<file path="src/source/cbuf_settings.svh">
// conv buffer build settings
`ifndef CBUF_SETTINGS_SVH
`define CBUF_SETTINGS_SVH

// channels per buffer word, each channel is two bytes
`define CBUF_ATOMIC_C 4

`define CBUF_BANK_N 4 // physical banks shared by both regions
`define CBUF_BANK_DEPTH 64 // words per bank

// commands a port may have in flight
`define CBUF_MAX_OUTSTANDING 2

// derived widths
`define CBUF_WORD_BYTES (`CBUF_ATOMIC_C * 2)
`define CBUF_WORD_W (`CBUF_WORD_BYTES * 8)
`define CBUF_BANK_IDX_W $clog2(`CBUF_BANK_N)
`define CBUF_ROW_W $clog2(`CBUF_BANK_DEPTH)

`endif

</file>
<file path="src/source/cbuf_icb_pkg.sv">
// ICB port types
`default_nettype none
`include "cbuf_settings.svh"

package cbuf_icb_pkg;

	typedef logic [`CBUF_WORD_W-1:0] icb_data_t; // one buffer word
	typedef logic [`CBUF_WORD_BYTES-1:0] icb_mask_t; // one bit per byte lane
	typedef logic [31:0] icb_addr_t; // byte address

	// command channel payload
	typedef struct packed {
		icb_addr_t addr;
		logic read;
		icb_data_t wdata;
		icb_mask_t wmask;
	} icb_cmd_t;

	// response channel payload
	typedef struct packed {
		icb_data_t rdata;
		logic err; // out of region
	} icb_rsp_t;

endpackage

`default_nettype wire

</file>
<file path="src/source/cbuf_mem_pkg.sv">
// bank side types
`default_nettype none
`include "cbuf_settings.svh"

package cbuf_mem_pkg;
	import cbuf_icb_pkg::*;

	typedef logic [`CBUF_BANK_IDX_W-1:0] bank_idx_t;
	typedef logic [`CBUF_ROW_W-1:0] bank_row_t;
	typedef logic [0:0] port_sel_t; // 0 feature map, 1 kernel

	// one access to a single bank
	typedef struct packed {
		logic en;
		icb_mask_t we; // byte write enables, zero on reads
		bank_row_t row;
		icb_data_t wdata;
	} bank_req_t;

	// what was issued in a cycle, used to route the response
	typedef struct packed {
		logic valid;
		port_sel_t port;
		bank_idx_t bank;
		logic read;
		logic err;
	} issue_rec_t;

endpackage

`default_nettype wire

</file>
<file path="src/source/cbuf_rsp_collect.sv">
// response collector and per port queues
`timescale 1ns/1ps
`default_nettype none
`include "cbuf_settings.svh"

module cbuf_rsp_collect
	import cbuf_icb_pkg::*;
	import cbuf_mem_pkg::*;
(
	input wire logic aclk,
	input wire logic rst,

	input wire issue_rec_t issue,
	input wire icb_data_t bank_dout [`CBUF_BANK_N],

	output icb_rsp_t fm_rsp,
	output logic fm_rsp_valid,
	input wire logic fm_rsp_ready,

	output icb_rsp_t k_rsp,
	output logic k_rsp_valid,
	input wire logic k_rsp_ready,

	output logic [1:0] rsp_taken
);

	issue_rec_t issue_q; // lines up with the bank read data
	icb_rsp_t rsp_word;
	icb_rsp_t q_head [2];
	logic [1:0] q_valid;
	logic [1:0] q_ready;

	always_ff @(posedge aclk) begin
		if (rst)
			issue_q <= '0;
		else
			issue_q <= issue;
	end

	// writes and rejected commands return zero data
	assign rsp_word.rdata = (issue_q.read && !issue_q.err) ? bank_dout[issue_q.bank]
		: icb_data_t'(0);
	assign rsp_word.err = issue_q.err;

	// two entries per port, the outstanding limit keeps them from overflowing
	for (genvar p = 0; p < 2; p++) begin : g_port
		icb_rsp_t q_mem [2];
		logic [1:0] q_cnt;
		logic q_wp;
		logic q_rp;
		logic push;
		logic pop;

		assign push = issue_q.valid && (issue_q.port == port_sel_t'(p));
		assign pop = q_valid[p] && q_ready[p];

		assign q_valid[p] = (q_cnt != 2'd0);
		assign q_head[p] = q_mem[q_rp];
		assign rsp_taken[p] = pop; // frees a slot in the address map

		always_ff @(posedge aclk) begin
			if (rst) begin
				q_cnt <= 2'd0;
				q_wp <= 1'b0;
				q_rp <= 1'b0;
			end else begin
				q_cnt <= q_cnt + 2'(push) - 2'(pop);
				if (push)
					q_wp <= !q_wp;
				if (pop)
					q_rp <= !q_rp;
			end
		end

		always_ff @(posedge aclk) begin
			if (push)
				q_mem[q_wp] <= rsp_word;
		end
	end

	assign fm_rsp = q_head[0];
	assign fm_rsp_valid = q_valid[0];
	assign q_ready[0] = fm_rsp_ready;

	assign k_rsp = q_head[1];
	assign k_rsp_valid = q_valid[1];
	assign q_ready[1] = k_rsp_ready;

endmodule

`default_nettype wire

</file>
<file path="config.mk">
export PLATFORM = sky130hd
export DESIGN_NAME = cbuf_rsp_collect
export DESIGN_NICKNAME = d
export VERILOG_FILES = /design/src/source/cbuf_icb_pkg.sv /design/src/source/cbuf_mem_pkg.sv /design/src/source/cbuf_rsp_collect.sv
export VERILOG_INCLUDE_DIRS = /design/src /design/src/source
export SDC_FILE = /design/constraint.sdc
export NUM_CORES = 1
export LEC_CHECK = 0
export BUFFER_PORTS_ARGS = -buffer_cell sky130_fd_sc_hd__buf_2
export CAP_MARGIN = 10
export CELL_PAD_IN_SITES_DETAIL_PLACEMENT = 0
export CELL_PAD_IN_SITES_GLOBAL_PLACEMENT = 2
export CORE_ASPECT_RATIO = 0.8
export CORE_MARGIN = 1.5
export CORE_UTILIZATION = 38
export DETAILED_ROUTE_END_ITERATION = 8
export GPL_TIMING_DRIVEN = 0
export HOLD_SLACK_MARGIN = 0.15
export PLACE_DENSITY_LB_ADDON = 0.05
export SYNTH_ARGS = -nofsm -noshare
export SYNTH_HDL_FRONTEND = slang
export SYNTH_SLANG_ARGS = --single-unit
</file>
<file path="constraint.sdc">
create_clock -name aclk -period 7.1 [get_ports aclk]
set_input_delay 0.71 -clock aclk [delete_from_list [all_inputs] [get_ports aclk]]
set_output_delay 0.71 -clock aclk [all_outputs]
set_load 0.01 [all_outputs]
</file>
==> impl_metrics.env, run 1 <==
export IMPL_run_status="completed"
export IMPL_routabilityCongestion=0.720
export IMPL_grt_first_pass_wirelength_um=45900
export IMPL_sequentialPowerShare=0.481
export IMPL_synth_cells_most_frequent="edfxtp_1, mux2_2, nor2b_1, mux4_2, buf_2"
export IMPL_syn_num_nets=887
export IMPL_grt_util_all_layers=0.187
export IMPL_worstPathRequired_ps=6390
export IMPL_worst_hold_startpoint="issue[4]"
export IMPL_drive_above_1_share=0.618
export IMPL_synth_cell_type_count=28
export IMPL_cts_sinks=276
export IMPL_synth_yosys_seq_area_share=0.679
export IMPL_antenna_left=0
export IMPL_port_buffers=399
export IMPL_power_density_cell_area_mw_per_mm2=247
export IMPL_yosysWarningCount=0
export IMPL_post_drt_wl_per_cell_um=20.9
export IMPL_worstReg2RegStart="issue_q[0]"
export IMPL_synth_edf_count=260
export IMPL_p_comb_frac=0.171
export IMPL_worst_setup_path_end_kind="primary output"
export IMPL_yosys_register_bits=276
export IMPL_power_leakage_uw=0.00589
export IMPL_ctsRootBufferMaster="clkbuf_16"
export IMPL_totalNegativeSetupSlack_ps=0
export IMPL_fmax_ghz=0.363
export IMPL_synth_most_common_cell="edfxtp_1"
export IMPL_vdd_drop_max_v=0.000187
export IMPL_synth_area_per_cell_um2=19.3
export IMPL_cts_inserted_buffers=28
export IMPL_clock_power_share=0.348
export IMPL_tightest_slew_ps=765
export IMPL_rsz0062_at_grt="no"
export IMPL_totalWireLength_um=31200
export IMPL_avgViaCountPerCell=4.83
export IMPL_drt_first_iter_violations=288
export IMPL_finalNetCount=1322
export IMPL_min_delay_path_depth=2
export IMPL_number_of_h_tree_branching_levels=1
export IMPL_die_width_um=201
export IMPL_grt_max_degree=39
export IMPL_top_level_ports=400
export IMPL_totalPowerFinal_uw=3810
export IMPL_detailed_place_hpwl_um=22100
export IMPL_timing_final_max_slew_violations=0
export IMPL_floorplan_die_height_um=162
export IMPL_floorplan_core_area_mm2=0.0307
export IMPL_cts_hold_buffers_added=0
export IMPL_drv_cap=0
export IMPL_asyncSetResetFlopFracSynth=0
export IMPL_timing_final_crit_period_ps=2750
export IMPL_globalRouteOverflowTotal=0
export IMPL_drtPass1Iterations=4
export IMPL_num_vias=7196
export IMPL_worst_r2r_cell_count=4
export IMPL_top_cells_by_area_in_the_synthesized_netlist="edfxtp_1, mux2_2, mux4_2"
export IMPL_internal_power_uw=2890
export IMPL_area_growth_syn_to_layout_pct=29.2
export IMPL_post_cts_buffers=0
export IMPL_fin_worst_skew_ps=12.2
export IMPL_placement_rows=57
export IMPL_postSynthCellCount=619
export IMPL_post_synth_top_area_fraction=0.652
export IMPL_r2r_setup_slack_ps=5070
export IMPL_synth_largest_area_cell="edfxtp_1"
export IMPL_floorplan_initialDensity=0.390
export IMPL_p_sw_uw=922
export IMPL_design_die_area_mm2=0.0326
export IMPL_worst_setup_path_type="reg -> out"
export IMPL_cts_tree="built"
export IMPL_slew_headroom=0.489
export IMPL_critPathMaxFanout=10
export IMPL_hp_class="in -> reg"
export IMPL_cts_resized_gates=0
export IMPL_power_switching_fraction=0.242
export IMPL_critical_path_arrival_ps=2040
export IMPL_drc_errors=0
export IMPL_clk_pin_slew_worst_paths_ps=60
export IMPL_startpoint_type_of_the_worst_setup_path="flip-flop"
export IMPL_clock_path_buffers=3
export IMPL_post_route_period_util=0.388
export IMPL_antenna_violations_before_repair=1
export IMPL_netlist_area_mm2=0.0120
export IMPL_first_global_vias=7653
export IMPL_finalSetupViolCount=0
export IMPL_timing_hold_violations_final=0
export IMPL_insertion_delay_ps=540
export IMPL_synthFlopType="edfxtp_1"
-- registers in the layout, summed over array words and instances, names as in the netlist, named ones only --
| signal | flops |
|---|---|
| g_port.q_rp | 2 |
| g_port.q_cnt | 4 |
| issue_q | 6 |
| g_port.q_wp | 2 |
| g_port.q_mem | 260 |
-- layer usage --
layer  track usage  share of wire
met5             0              0
met4        0.0322          0.015
met3        0.0439          0.065
met2         0.320           0.48
met1         0.248           0.44
-- power groups by stage --
stage | clock (uW) | sequential [uW] | combinational [uW]
after floorplan | 0 | 1870 | 382
after global placement | 0 | 1870 | 659
after detailed placement | 0 | 1870 | 665
after CTS | 1360 | 1840 | 669
after global routing | 1420 | 1840 | 707
final | 1330 | 1840 | 652
-- kinds of logic (layout without fill, tap and decap cells) --
kind of cell,Yosys count,in the layout,share of synthesized area
AO/OA/AOI/OAI,3,3,0.00167
buffers and inverters,40,497,0.0198
adder cells (fa/ha/maj),2,2,0.00209
other,0,1,0
flip-flops,276,276,0.679
XOR/XNOR,7,7,0.00512
multiplexers,195,195,0.245
AND/OR/NAND/NOR,96,96,0.0475
-- path summary, 6_finish.rpt --
kind                                               to
worst min-delay path                       issue_q[4]
worst max register to register  g_port[1].q_mem[1][8]
worst max-delay path                       fm_rsp[21]
worst min register to register  g_port[0].q_mem[1][0]
-- critical path, stage by stage, from the launching register on --
cell	delay, ps
dfxtp_1	320
buf_2	290
buf_2	360
mux2_2	400
buf_2	150
-- cells in the final DEF, fill, tap and decap left out, types with 5 or more instances in the layout --
master,netlist,layout
edfxtp_1,260,260
clkbuf_1,7,13
clkinv_1,0,12
buf_6,7,7
nor2b_1,73,73
xor2_1,5,5
mux4_2,60,60
buf_2,20,419
nor2_1,9,7
dfxtp_1,16,16
mux2_2,130,130
clkbuf_16,0,29
-- final cells by class --
cell class	instances	area (um2)
multi-input combinational	303	3630
inverter	2	7.51
tap	413	517
antenna	1	2.50
fill	2662	15200
buffer	38	229
clock inverter	17	75.1
sequential	276	8130
timing repair buffer	405	2130
clock buffer	35	748
-- per-stage QoR --
| stage | hold WS (ps) | cell area, um2 | setup slack, ps | utilization | instances |
|---|---|---|---|---|---|
| floorplan | 452 | 12000 | 3420 | - | 619 |
| global placement | 478 | 14500 | 825 | 0.472 | 1431 |
| detailed placement | 481 | 14600 | 4850 | 0.477 | 1437 |
| CTS | 360 | 15500 | 4270 | 0.504 | 1489 |
| global route | 375 | 15500 | 4230 | 0.504 | 1489 |
| finish | 381 | 15500 | 4350 | 0.504 | 1490 |
No activity file was read; power rests on OpenSTA's default activity.
==> inputs of run 2 (changes only) <==
- ABC_AREA: default -> 1
- CORE_UTILIZATION: 38 -> 32
- clock period: 7.1 -> 2.7 ns (I/O delays scaled with it)
==> impl_metrics.env, run 2 <==
export IMPL_run_status="completed"
export IMPL_totalWireLength_um=41900
export IMPL_post_drt_wl_per_cell_um=20.6
export IMPL_critical_path_arrival_ps=2930
export IMPL_ctsRootBufferMaster="clkbuf_16"
export IMPL_syn_num_nets=1325
export IMPL_slew_headroom=0.486
export IMPL_drt_first_iter_violations=471
export IMPL_drtPass1Iterations=4
export IMPL_top_regs="g_port.q_mem (260), issue_q (6), g_port.q_cnt (4)"
export IMPL_asyncSetResetFlopFracSynth=0
export IMPL_worst_setup_path_end_kind="flip-flop"
export IMPL_synth_cells_most_frequent="nand2_1, edfxtp_1, nor2_1, mux2_2, a21oi_1"
export IMPL_biggest_register="g_port.q_mem"
export IMPL_internal_power_uw=8000
export IMPL_synth_most_common_cell="nand2_1"
export IMPL_worst_path_max_delay_cell="dlygate4sd3_1"
export IMPL_netlist_area_mm2=0.0124
export IMPL_grt_util_all_layers=0.206
export IMPL_rsz0062_at_grt="no"
export IMPL_top_level_ports=400
export IMPL_sequentialPowerShare=0.446
export IMPL_hp_class="in -> reg"
export IMPL_drv_cap=0
export IMPL_fin_hold_ws_ps=226
export IMPL_timing_hold_violations_final=0
export IMPL_clock_power_share=0.356
export IMPL_postPlaceCellArea_mm2=0.0153
export IMPL_post_synth_top_area_fraction=0.630
export IMPL_timing_critical_path_cells="inv_1 -> nand2_2 -> nand3_1 -> nand2_1 -> ha_1 -> xnor2_1 -> nand2_1 -> nand2_1 -> dlygate4sd3_1 -> nor2_1 -> dlygate4sd3_1"
export IMPL_largest_register_ffs=260
export IMPL_finalNetCount=1777
export IMPL_antenna_left=0
export IMPL_yosysWarningCount=0
export IMPL_met3WireLength_um=3180
export IMPL_grt_first_pass_wirelength_um=60300
export IMPL_max_stage_delay_ps=550
export IMPL_avgViaCountPerCell=4.62
export IMPL_num_vias=9405
export IMPL_cts_sinks=276
export IMPL_wl_met2_um=19500
export IMPL_post_cts_buffers=0
export IMPL_wl_met1_um=18400
export IMPL_postSynthCellCount=1057
export IMPL_antenna_violations_before_repair=11
export IMPL_synthFlopType="edfxtp_1"
export IMPL_top_cells_by_area_in_the_synthesized_netlist="edfxtp_1, mux2_2, nand2_1"
export IMPL_power_switching_fraction=0.261
export IMPL_p_comb_frac=0.198
export IMPL_design_die_area_mm2=0.0399
export IMPL_finish_instance_area_mm2=0.0163
export IMPL_totalNegativeSetupSlack_ps=0
export IMPL_critical_path_n_buffers_inverters=3
export IMPL_floorplan_die_height_um=179
export IMPL_first_global_vias=9390
export IMPL_placement_rows=64
export IMPL_power_leakage_uw=0.00680
export IMPL_timing_final_crit_period_ps=2490
export IMPL_synth_edf_count=260
export IMPL_insertion_delay_ps=560
export IMPL_clock_path_buffers=3
export IMPL_globalRouteOverflowTotal=0
export IMPL_drive_above_1_share=0.412
export IMPL_crit_path_frequent_cell="nand2_1"
export IMPL_floorplan_initialDensity=0.325
export IMPL_number_of_h_tree_branching_levels=1
export IMPL_die_width_um=223
export IMPL_synth_area_per_cell_um2=11.7
export IMPL_post_route_period_util=0.920
export IMPL_final_common_cell="buf_2"
export IMPL_cts_inserted_buffers=30
export IMPL_finalSetupViolCount=0
export IMPL_worstPathRequired_ps=3150
export IMPL_clk_pin_slew_worst_paths_ps=60
export IMPL_vdd_drop_max_v=0.000397
export IMPL_critPathMaxFanout=4
export IMPL_synth_largest_area_cell="edfxtp_1"
export IMPL_yosys_register_bits=276
export IMPL_grt_max_degree=26
export IMPL_fin_worst_skew_ps=9.65
export IMPL_tightest_slew_ps=769
export IMPL_p_sw_uw=2830
export IMPL_crit_family="buffers and inverters"
export IMPL_route_top_layer_used="met5"
export IMPL_detailed_place_hpwl_um=30600
export IMPL_floorplan_core_area_mm2=0.0382
export IMPL_routabilityCongestion=0.769
export IMPL_timing_final_max_slew_violations=0
export IMPL_area_growth_syn_to_layout_pct=31.6
export IMPL_layout_cells_most_common_list="buf_2, nand2_1, edfxtp_1"
export IMPL_port_buffers=399
export IMPL_power_density_cell_area_mw_per_mm2=664
export IMPL_fmax_ghz=0.402
export IMPL_worst_setup_path_type="reg -> reg"
export IMPL_drc_errors=0
export IMPL_synth_yosys_seq_area_share=0.656
export IMPL_synth_cell_type_count=19
export IMPL_startpoint_type_of_the_worst_setup_path="flip-flop"
export IMPL_cts_tree="built"
run 2: cell count changes after synthesis, moves of 4 or more:
cell      change
nor2_1      +143
inv_1        +20
nor2b_1      -73
nand2_1     +271
mux4_2       -60
o21ai_0      +59
buf_4        +17
a21oi_1      +64
mux4_1        -4
clkbuf_1      +9
xor2_1        -5
o21ai_1       +4
run 2: power groups by stage:
stage	combinational (uW)	sequential, uW	clock, uW
6_report	2140	4830	3860
5_1_grt	2350	4840	4120
4_1_cts	2190	4830	3940
3_5_place_dp	2160	4920	0
3_3_place_gp	2140	4930	0
2_1_floorplan	1200	4910	0
run 2: final timing paths:
check,depth (start not counted),startpoint,end,slack (ps)
max reg2reg,11,issue_q[4],g_port[0].q_cnt[1],210
min,3,bank_dout[55],g_port[0].q_mem[1][56],230
max,11,issue_q[4],g_port[0].q_cnt[1],210
min reg2reg,2,g_port[1].q_rp,g_port[1].q_rp,500
run 2: cell type report:
class                      instances  area (um2)
inverter                          23        86.3
timing repair buffer             420        2320
fill                            3756       21900
clock buffer                      37         798
antenna                            9        22.5
multi-input combinational        693        3800
clock inverter                    16         120
sequential                       276        8130
buffer                            65         412
tap                              495         619
run 2: tightest hold or removal path: stages:
cell     delay (ps)
buf_2           100
o21ai_0         130
a21oi_1         100
run 2: per-stage QoR:
| stage | worst slack [ps] | utilization | power (uW) | instances |
|---|---|---|---|---|
| final | 215 | 0.427 | 10800 | 2034 |
| after global routing | 72.9 | 0.427 | 11300 | 2029 |
| after CTS | 170 | 0.426 | 11000 | 2025 |
| after detailed placement | 590 | 0.399 | 7080 | 1961 |
| after global placement | -1640 | 0.393 | 7060 | 1951 |
| after floorplan | 124 | - | 6120 | 1057 |
run 2: cell families after synthesis:
kind of cell / share of synthesized area
multiplexers: 0.118
adder cells (fa/ha/maj): 0.00202
AND/OR/NAND/NOR: 0.131
XOR/XNOR: 0.00141
flip-flops: 0.656
AO/OA/AOI/OAI: 0.0517
buffers and inverters: 0.0402
run 2: what timing repair did:
item                       4_1_cts  5_1_grt
hold buffers                    11        0
setup endpoints to repair        0        1
hold endpoints to repair        12        0
resized for setup                0        1
run 2: layer usage:
layer,track usage,vias up
met5,0,-
met4,0.0431,4
met3,0.0623,48
met2,0.341,259
met1,0.268,4530
li1,-,4564
==> inputs of run 3 (changes only) <==
- clock period: 2.7 -> 2.8 ns (I/O delays scaled with it)
==> impl_metrics.env, run 3 (same netlist as run 2, synthesis figures left out) <==
export IMPL_run_status="completed"
export IMPL_grt_use_met1=0.268
export IMPL_setup_worst_path_start="issue_q[4]"
export IMPL_drive_above_1_share=0.411
export IMPL_grt_first_pass_wirelength_um=60300
export IMPL_finish_instance_area_mm2=0.0163
export IMPL_clock_path_buffers=3
export IMPL_worst_setup_path_end_kind="flip-flop"
export IMPL_antenna_left=0
export IMPL_detailed_place_hpwl_um=30600
export IMPL_grt_busiest_layer="met2"
export IMPL_design_die_area_mm2=0.0399
export IMPL_finalWorstSetupSlack_ps=234
export IMPL_hp_class="in -> reg"
export IMPL_routabilityCongestion=0.769
export IMPL_top_regs="g_port.q_mem (260), issue_q (6), g_port.q_cnt (4)"
export IMPL_top_level_ports=400
export IMPL_critPathMaxFanout=4
export IMPL_number_of_h_tree_branching_levels=1
export IMPL_finalNetCount=1777
export IMPL_floorplan_initialDensity=0.325
export IMPL_post_placement_worst_setup_slack_ps=690
export IMPL_totalWireLength_um=42000
export IMPL_clk_pin_slew_worst_paths_ps=60
export IMPL_post_layout_nonfiller_instances=2034
export IMPL_fmax_ghz=0.390
export IMPL_power_leakage_uw=0.00679
export IMPL_grt_max_degree=26
export IMPL_fin_worst_skew_ps=9.76
export IMPL_biggest_register="g_port.q_mem"
export IMPL_max_stage_delay_ps=550
export IMPL_tightest_slew_ps=769
export IMPL_post_drt_wl_per_cell_um=20.6
export IMPL_critical_path_arrival_ps=3010
export IMPL_cts_inserted_buffers=30
export IMPL_finalSetupViolCount=0
export IMPL_port_buffers=399
export IMPL_worst_path_max_delay_cell="dlygate4sd3_1"
export IMPL_worst_hold_startpoint="bank_dout[0]"
export IMPL_number_of_instances_in_the_placed_design=1961
export IMPL_vdd_drop_max_v=0.000384
export IMPL_first_global_vias=9390
export IMPL_grt_use_met3=0.0623
export IMPL_layout_cells_most_common_list="buf_2, nand2_1, edfxtp_1"
export IMPL_timing_hold_violations_final=0
export IMPL_post_cts_buffers=0
export IMPL_ctsRootBufferMaster="clkbuf_16"
export IMPL_avgViaCountPerCell=4.63
export IMPL_antenna_violations_before_repair=11
export IMPL_postPlaceCellArea_mm2=0.0153
export IMPL_floorplan_core_area_mm2=0.0382
export IMPL_timing_final_max_slew_violations=0
export IMPL_worstPathRequired_ps=3250
export IMPL_placement_rows=64
export IMPL_cts_tree="built"
export IMPL_drv_cap=0
export IMPL_grt_util_all_layers=0.206
export IMPL_timing_final_crit_period_ps=2570
export IMPL_timing_critical_path_cells="inv_1 -> nand2_1 -> inv_1 -> nand2_1 -> nand2_1 -> ha_1 -> xnor2_1 -> nand2_1 -> nand2_1 -> dlygate4sd3_1 -> nor2_1 -> dlygate4sd3_1"
export IMPL_floorplan_die_height_um=179
export IMPL_final_common_cell="buf_2"
export IMPL_crit_family="buffers and inverters"
export IMPL_startpoint_type_of_the_worst_setup_path="flip-flop"
export IMPL_crit_path_frequent_cell="nand2_1"
export IMPL_globalRouteOverflowTotal=0
export IMPL_post_route_period_util=0.917
export IMPL_r2r_setup_slack_ps=230
export IMPL_num_vias=9422
export IMPL_critical_path_n_buffers_inverters=4
export IMPL_rsz0062_at_grt="no"
export IMPL_drtPass1Iterations=4
export IMPL_globalRouteMet2Util=0.341
export IMPL_drt_first_iter_violations=466
export IMPL_drc_errors=0
export IMPL_power_density_cell_area_mw_per_mm2=640
export IMPL_largest_register_ffs=260
export IMPL_cts_sinks=276
export IMPL_die_width_um=223
export IMPL_insertion_delay_ps=560
export IMPL_slew_headroom=0.486
export IMPL_worstReg2RegStart="issue_q[4]"
export IMPL_area_growth_syn_to_layout_pct=31.6
export IMPL_worst_setup_path_type="reg -> reg"
-- run 3: cell count changes in the layout (fill, tap and decap cells not counted) --
cell / delta
nand2_1: +1
nand2_2: -1
-- run 3: what timing repair did --
action / in CTS / in global routing
resized for setup: 0 / 0
hold buffers: 11 / 0
hold endpoints to repair: 12 / 0
-- run 3: where the power goes --
part           switching (uW)  total, uW  internal, uW
Sequential               34.2       4660          4620
Combinational            1150       2060           910
Clock                    1540       3720          2180
-- run 3: area by class of cell --
type	count	area (um2)
inverter	23	86.3
timing repair buffer	420	2320
buffer	65	412
clock inverter	16	120
antenna	9	22.5
sequential	276	8130
fill	3756	21900
multi-input combinational	693	3800
tap	495	619
clock buffer	37	798
-- run 3: final timing paths --
check / endpoint / cells after the start
max: g_port[0].q_cnt[1] / 12
min: g_port[0].q_mem[0][1] / 3
max reg2reg: g_port[0].q_cnt[1] / 12
min reg2reg: g_port[1].q_rp / 2
-- run 3: per-stage QoR --
step	setup TNS, ps	power (uW)	utilization	hold WS (ps)
after floorplan	0	5900	-	387
after global placement	-382590	6810	0.393	478
after detailed placement	0	6820	0.399	485
after CTS	0	10600	0.426	208
after global routing	0	10900	0.427	229
final	0	10400	0.427	233
-- run 3: tightest hold or removal path, delay by kind of cell --
kind | cells | cell delay [ps]
compound gates | 2 | 220
buf+inv | 1 | 100
-- run 3: metal layers --
layer  share of wire  routed length [um]  up-vias
li1                -                   -     4565
met1            0.44               18400     4538
met2            0.47               19600      266
met3           0.077                3240       49
met4           0.018                 742        4
met5         0.00045                  19        -
